`src/colmix_pkg.sv`:
```
// ----------------------------------------
// widths fixed here; palette address layout
// follows the char > obj > scroll priority rule
// ----------------------------------------
package colmix_pkg;

    localparam int colour_w     = 4; // bits per colour channel
    localparam int pal_addr_w   = 8; // palette PROM address
    localparam int num_channels = 3; // red, green, blue

    // pixels from the three layer generators, one set per pixel time
    typedef struct packed {
        logic [3:0] char_pxl; // all ones = transparent
        logic [5:0] scr_pxl;  // all ones = transparent
        logic [3:0] obj_pxl;  // all ones = transparent
        logic       bank;     // colour bank strap
    } layer_pxl_t;

    // debug layer enables
    typedef struct packed {
        logic char_en;
        logic scr_en;
        logic obj_en;
    } layer_en_t;

    // scroll winner, low bits carry the full scroll code
    typedef struct packed {
        logic                  char_opaque; // raw opacity, enables ignored
        logic                  obj_opaque;
        logic [pal_addr_w-3:0] scr;
    } scr_view_t;

    // char or object winner
    // char  -> {bank, 0, colour}
    // obj   -> {0, bank, colour}
    typedef struct packed {
        logic          char_opaque;
        logic          obj_opaque;
        logic          char_bank;  // bank bit when a character wins
        logic          obj_bank;   // bank bit when an object wins
        logic [3:0]    colour;
    } spr_view_t;

    // one palette address word, decoded by winner type
    typedef union packed {
        scr_view_t scr_v;
        spr_view_t spr_v;
    } pal_addr_u;

    typedef struct packed {
        logic [colour_w-1:0] r;
        logic [colour_w-1:0] g;
        logic [colour_w-1:0] b;
    } rgb_t;

endpackage

```
`src/pixel_priority.sv`:
```
// ----------------------------------------
// inputs sampled on cen only; address held at
// zero while either blank is high
// ----------------------------------------
`timescale 1ns/1ps

module pixel_priority (
    input  logic                  clk,
    input  logic                  reset,
    input  logic                  cen,      // pixel clock enable
    input  colmix_pkg::layer_pxl_t pxl,
    input  colmix_pkg::layer_en_t  layer_en, // debug hides
    input  logic                  hblank,
    input  logic                  vblank,
    output colmix_pkg::pal_addr_u  pal_addr,
    output logic                  active    // not blanking, same tick as pal_addr
);

    logic                 char_opaque;
    logic                 obj_opaque;
    logic                 char_vis;
    logic                 obj_vis;
    colmix_pkg::pal_addr_u addr_nx;

    // all-ones code is see-through
    assign char_opaque = ~&pxl.char_pxl;
    assign obj_opaque  = ~&pxl.obj_pxl;

    assign char_vis = char_opaque & layer_en.char_en;
    assign obj_vis  = obj_opaque  & layer_en.obj_en;

    always_comb begin
        addr_nx = '0;
        if (char_vis) begin
            // characters on top
            addr_nx.spr_v.char_bank = pxl.bank;
            addr_nx.spr_v.obj_bank  = 1'b0;
            addr_nx.spr_v.colour    = pxl.char_pxl;
        end else if (obj_vis) begin
            addr_nx.spr_v.char_bank = 1'b0;
            addr_nx.spr_v.obj_bank  = pxl.bank; // bank shifted down one bit
            addr_nx.spr_v.colour    = pxl.obj_pxl;
        end else begin
            // scroll at the back, disabled scroll reads the all-ones entry
            addr_nx.scr_v.scr = layer_en.scr_en ? pxl.scr_pxl : '1;
        end
        // flags sit in the same two bits in both views
        addr_nx.scr_v.char_opaque = char_opaque;
        addr_nx.scr_v.obj_opaque  = obj_opaque;
    end

    always_ff @(posedge clk) begin
        if (reset) begin
            pal_addr <= '0;
            active   <= 1'b0;
        end else if (cen) begin
            active <= ~(hblank | vblank);
            if (hblank || vblank)
                pal_addr <= '0; // blank reads entry 0
            else
                pal_addr <= addr_nx;
        end
    end

    // downstream relies on entry 0 being read during blanking
    addr_zero_when_blank: assert property (
        @(posedge clk) disable iff (reset)
        !active |-> (pal_addr == '0)
    );

endmodule

```
`src/palette_prom.sv`:
```
// ----------------------------------------
// contents undefined until written; no reset
// read on same edge as write returns old data
// ----------------------------------------
`timescale 1ns/1ps

module palette_prom (
    input  logic                                clk,
    input  logic                                cen,
    input  colmix_pkg::pal_addr_u                rd_addr,
    input  logic [colmix_pkg::pal_addr_w-1:0]   wr_addr,
    input  logic [colmix_pkg::colour_w-1:0]     wr_data,
    input  logic                                we,      // ignores cen
    output logic [colmix_pkg::colour_w-1:0]     q
);

    localparam int depth = 2 ** colmix_pkg::pal_addr_w;

    // one colour channel of the palette
    logic [colmix_pkg::colour_w-1:0] mem [depth];

    always_ff @(posedge clk) begin
        if (we)
            mem[wr_addr] <= wr_data; // load port, any clk edge
    end

    // read register, advances with the pixel clock
    always_ff @(posedge clk) begin
        if (cen)
            q <= mem[rd_addr];
    end

    // loader must present clean address and data while strobing
    wr_no_unknown: assert property (
        @(posedge clk)
        we |-> !$isunknown({wr_addr, wr_data})
    );

endmodule

```
`src/video_out.sv`:
```
// ----------------------------------------
// one-tick delay on active matches the PROM
// read register
// ----------------------------------------
`timescale 1ns/1ps

module video_out (
    input  logic                            clk,
    input  logic                            reset,
    input  logic                            cen,
    input  logic [colmix_pkg::colour_w-1:0] chan [colmix_pkg::num_channels],
    input  logic                            active, // from priority stage
    output colmix_pkg::rgb_t                 rgb,
    output logic                            de
);

    logic active_d; // lines up with PROM q

    always_ff @(posedge clk) begin
        if (reset) begin
            active_d <= 1'b0;
            rgb      <= '0;
            de       <= 1'b0;
        end else if (cen) begin
            active_d <= active;
            // channel 0 red, 1 green, 2 blue
            rgb.r <= chan[0];
            rgb.g <= chan[1];
            rgb.b <= chan[2];
            de    <= active_d;
        end
    end

    // display enable only moves on pixel ticks
    de_rise_on_cen: assert property (
        @(posedge clk) disable iff (reset)
        $rose(de) |-> $past(cen)
    );

endmodule

```
`src/colour_mixer.sv`:
```
// ----------------------------------------
// three cen ticks from pixel in to rgb out
// PROMs must be loaded before use
// ----------------------------------------
`timescale 1ns/1ps

module colour_mixer (
    input  logic                                 clk,
    input  logic                                 reset,
    input  logic                                 cen,       // pixel strobe in clk domain
    input  colmix_pkg::layer_pxl_t                pxl,
    input  colmix_pkg::layer_en_t                 layer_en,
    input  logic                                 hblank,
    input  logic                                 vblank,
    input  logic [colmix_pkg::pal_addr_w-1:0]    prog_addr,
    input  logic [colmix_pkg::colour_w-1:0]      prog_data,
    input  logic [colmix_pkg::num_channels-1:0]  prog_we,   // 0 red, 1 green, 2 blue
    output colmix_pkg::rgb_t                      rgb,
    output logic                                 de
);

    colmix_pkg::pal_addr_u           pal_addr;
    logic                           active;
    logic [colmix_pkg::colour_w-1:0] chan [colmix_pkg::num_channels];

    pixel_priority pixel_priority_i (
        .clk      (clk),
        .reset    (reset),
        .cen      (cen),
        .pxl      (pxl),
        .layer_en (layer_en),
        .hblank   (hblank),
        .vblank   (vblank),
        .pal_addr (pal_addr),
        .active   (active)
    );

    // one PROM per colour channel, shared address and load bus
    for (genvar i = 0; i < colmix_pkg::num_channels; i++) begin : gen_prom
        palette_prom palette_prom_i (
            .clk     (clk),
            .cen     (cen),
            .rd_addr (pal_addr),
            .wr_addr (prog_addr),
            .wr_data (prog_data),
            .we      (prog_we[i]),
            .q       (chan[i])
        );
    end

    video_out video_out_i (
        .clk    (clk),
        .reset  (reset),
        .cen    (cen),
        .chan   (chan),
        .active (active),
        .rgb    (rgb),
        .de     (de)
    );

endmodule

```
`config.mk`:
```
export PLATFORM = sky130hd
export DESIGN_NAME = colour_mixer
export DESIGN_NICKNAME = d
export VERILOG_FILES = /design/src/colmix_pkg.sv /design/src/pixel_priority.sv /design/src/palette_prom.sv /design/src/video_out.sv /design/src/colour_mixer.sv
export SDC_FILE = /design/constraint.sdc
export NUM_CORES = 2
export LEC_CHECK = 0
export BUFFER_PORTS_ARGS = -buffer_cell sky130_fd_sc_hd__buf_2
export CAP_MARGIN = 20
export CORE_ASPECT_RATIO = 1.4
export CORE_MARGIN = 8
export CORE_UTILIZATION = 33
export DETAILED_ROUTE_END_ITERATION = 7
export PLACE_DENSITY = 0.45
export RECOVER_POWER = 100
export SLEW_MARGIN = 5
export SYNTH_ARGS = -nofsm -noshare
export SYNTH_HDL_FRONTEND = slang
export SYNTH_SLANG_ARGS = --single-unit
```
`constraint.sdc`:
```
create_clock -name clk -period 2.7 [get_ports clk]
set_input_delay 0.27 -clock clk [delete_from_list [all_inputs] [get_ports clk]]
set_output_delay 0.27 -clock clk [all_outputs]
set_load 0.01 [all_outputs]
```
==> metrics.txt <==
run status finished with violations; failing checks max-capacitance violations, max-slew violations, negative setup slack; Setup CP Type flip-flop to flip-flop; io pins 51; crit end category flip-flop; sequential cell area fraction in the yosys report 0.767; CP Max Fanout 8; initial core utilization 0.331; final worst-path cycle share 1.11; Async SR Flop Fraction 0; Synth Net Count 6170; routed vias/inst 5.15; final global-route overflow total 0; EDFF count, synth approximately 3100; clock transition at the registers of the reported paths 0.07 ns; Synth Area per Inst around 20 um^2; Wirelength per Cell about 30 um; Main synth FF type edfxtp_1; Worst Skew 0.0425 ns; TritonCTS Buffers 310; Total GRT Usage 0.182; hold crit path type input port to flip-flop; Max-cap violations 5; post-synthesis cell type count 54; hold slack 0.139 ns; Worst EP required roughly 3.3 ns; post-layout util 0.396; CP max-delay cell mux4_2; most frequent cells in the layout 3084 x edfxtp_1, 813 x nor2_1, 668 x mux4_2; worst-skew pair later-pin latency 0.90 ns; Crit path top cell by count buf_6; Longest Clk Path Bufs 4; Filler Cell Count 32852; relative slew slack -0.326; Ys Warns 0; Synth Register Bits 3107; Mapped Cells 6132; Crit path largest cell delay 0.51 ns; P_leak 43.6 nW; Cell Rows approximately 260; first-pass GRT wire length approximately 510000 um; vias in the first global route 67241; TritonCTS clock tree done; Final WS setup -0.291 ns; RSZ-0062 raised after global routing true; core footprint 0.366 mm^2; final hold vios 0; HPWL Detailed 241000 um; DRT iter0 DRCs approximately 4700; share of layout cells above drive strength 1 0.301; Max VDD drop roughly 430 uV; Final Max Tran Viols approximately 140; Die Y-Extent about 730 um; Post-DRT Antenna Nets 0; Setup violations, final 16; H-tree levels 5; Clock Sinks 3107; Nets 6919; global placement routability congestion 0.805; Max Freq 334 MHz; crit path time final between 2 and 3 ns; via count ~62000; Post-Route WL 362000 um; total negative slack -2.54 ns; Placed Cells 11336; Critical Path, Cell by Cell buf_6 -> buf_12 -> buf_16 -> buf_8 -> mux4_2 -> o22ai_2 -> a211oi_1 -> buf_4 -> nor4_4 -> buf_6 -> nor4_1; power per cell area 700 mW/mm^2; CTS root buffer clkbuf_16; Die Span X 528 um; Port Buffers 50; Critical Path AT roughly 3.6 ns; initial antenna violation count 21; DRC 0; synthesized cell area 0.121 mm^2; largest net degree at the start of global routing 106; Die Area between 0.3 and 0.4 mm^2; Finished Layout Cells 12039; drt pass-1 iters 7; most common cell after layout, fill and taps aside edfxtp_1; crit start category flip-flop; Layout area overhead 19.5%; worst-margin pin slew 1.99 ns
==> stage by stage <==
stage          worst slack, ns  power [W]  instance area [um^2]
2_1_floorplan            0.346     0.0558                121000
3_3_place_gp             -2.06     0.0583                133000
3_5_place_dp             -1.27     0.0584                133000
4_1_cts                 -0.313      0.103                145000
5_1_grt                 -0.328      0.104                145000
6_report                -0.291      0.102                145000
==> registers in the layout, indices dropped and copies added, names as in the netlist <==
| signal | flops |
|---|---|
| pixel_priority_i.pal_addr | 8 |
| video_out_i.de | 1 |
| video_out_i.active_d | 1 |
| video_out_i.rgb | 12 |
| gen_prom.palette_prom_i.mem | 3072 |
| pixel_priority_i.active | 1 |
| gen_prom.palette_prom_i.q | 12 |
==> final cells by class <==
class | instances | area [um^2] | share of cell area
timing repair buffer | 868 | 8160 | 0.0563
inverter | 4 | 15.0 | 0.000104
clock buffer | 372 | 8190 | 0.0565
clock inverter | 185 | 1970 | 0.0136
antenna | 11 | 27.5 | 0.000190
sequential | 3107 | 93100 | 0.642
multi-input combinational | 2590 | 27400 | 0.189
tap | 4902 | 6130 | 0.0423
==> cell families (layout without fill, tap and decap cells) <==
kind of cell / count (synthesis) / in the layout / synth area share
and+or+nand+nor: 1058 / 1058 / 0.0358
other: 0 / 11 / 0
buffers and inverters: 435 / 1429 / 0.0190
muxes: 860 / 860 / 0.140
AOI/OAI and AO/OA: 672 / 672 / 0.0380
DFF: 3107 / 3107 / 0.767
==> report_power, final <==
| part | switching (W) | internal [W] |
|---|---|---|
| clock network | 0.0188 | 0.0252 |
| logic | 0.00272 | 0.00150 |
| registers | 0.0000847 | 0.0532 |
==> path summary, 6_finish.rpt <==
| kind | from | endpoint | slack [ns] | cells after the start |
|---|---|---|---|---|
| setup / recovery | pixel_priority_i.pal_addr[0] | gen_prom[0].palette_prom_i.q[3] | -0.29 | 11 |
| hold / removal | prog_we[1] | gen_prom[1].palette_prom_i.mem[5][2] | 0.14 | 3 |
| setup reg to reg | pixel_priority_i.pal_addr[0] | gen_prom[0].palette_prom_i.q[3] | -0.29 | 11 |
| hold reg to reg | pixel_priority_i.active | pixel_priority_i.active | 0.48 | 2 |
==> worst max-delay path, delay by kind of cell, from the launching register on <==
family                 cells  cell delay [ns]
and+or+nand+nor            2             0.51
DFF                        1             0.40
buffers and inverters      6             0.92
muxes                      1             0.51
AOI/OAI and AO/OA          2             0.23
==> cells in the mapped netlist, types with 2 or more instances <==
cell / instances / area share
buf_6: 34 / 0.0032
o2111ai_1: 3 / 0.00022
a221oi_1: 23 / 0.0017
and2_1: 2 / 0.00010
nand2_1: 93 / 0.0029
nand3b_1: 2 / 0.00012
a211o_1: 3 / 0.00022
nand4_1: 3 / 0.00015
or3_1: 7 / 0.00036
edfxtp_1: 3084 / 0.76
buf_12: 6 / 0.00099
nand3_1: 17 / 0.00070
mux4_2: 668 / 0.12
nor4_1: 45 / 0.0023
mux2_2: 11 / 0.0010
o22ai_1: 61 / 0.0031
nor3_1: 24 / 0.00099
a221o_1: 2 / 0.00017
o21ai_0: 6 / 0.00025
a31oi_1: 18 / 0.00093
clkbuf_1: 221 / 0.0068
and3b_1: 2 / 0.00014
nor2_1: 817 / 0.025
a22oi_1: 276 / 0.017
o221ai_1: 50 / 0.0036
buf_8: 5 / 0.00062
inv_1: 3 / 0.000093
buf_1: 28 / 0.00087
a22o_1: 14 / 0.0010
buf_4: 36 / 0.0022
buf_2: 101 / 0.0042
o31ai_1: 3 / 0.00019
a211oi_1: 26 / 0.0016
nor2b_1: 14 / 0.00072
o32ai_1: 4 / 0.00029
or2_2: 5 / 0.00026
a21oi_1: 179 / 0.0074
dfxtp_1: 23 / 0.0038
nand2b_1: 15 / 0.00077
nor4_2: 4 / 0.00041
mux2i_1: 181 / 0.015
==> timing repair <==
item	in CTS	in global routing
gates cloned	12	2
setup endpoints to repair	12	12
gates resized for setup	250	99
pin swaps	55	36
endpoints found under the hold margin	135	0
setup buffers	69	27
hold buffers	29	0
==> per-layer routing <==
| metal | vias up | routed length (um) | global-route usage |
|---|---|---|---|
| li1 | 26701 | - | - |
| met1 | 33294 | 139000 | 0.217 |
| met2 | 1476 | 195000 | 0.339 |
| met3 | 496 | 15000 | 0.0243 |
| met4 | 10 | 13200 | 0.0613 |
| met5 | - | 65 | 0 |
Note: power is estimated with default switching activity, not from simulation.
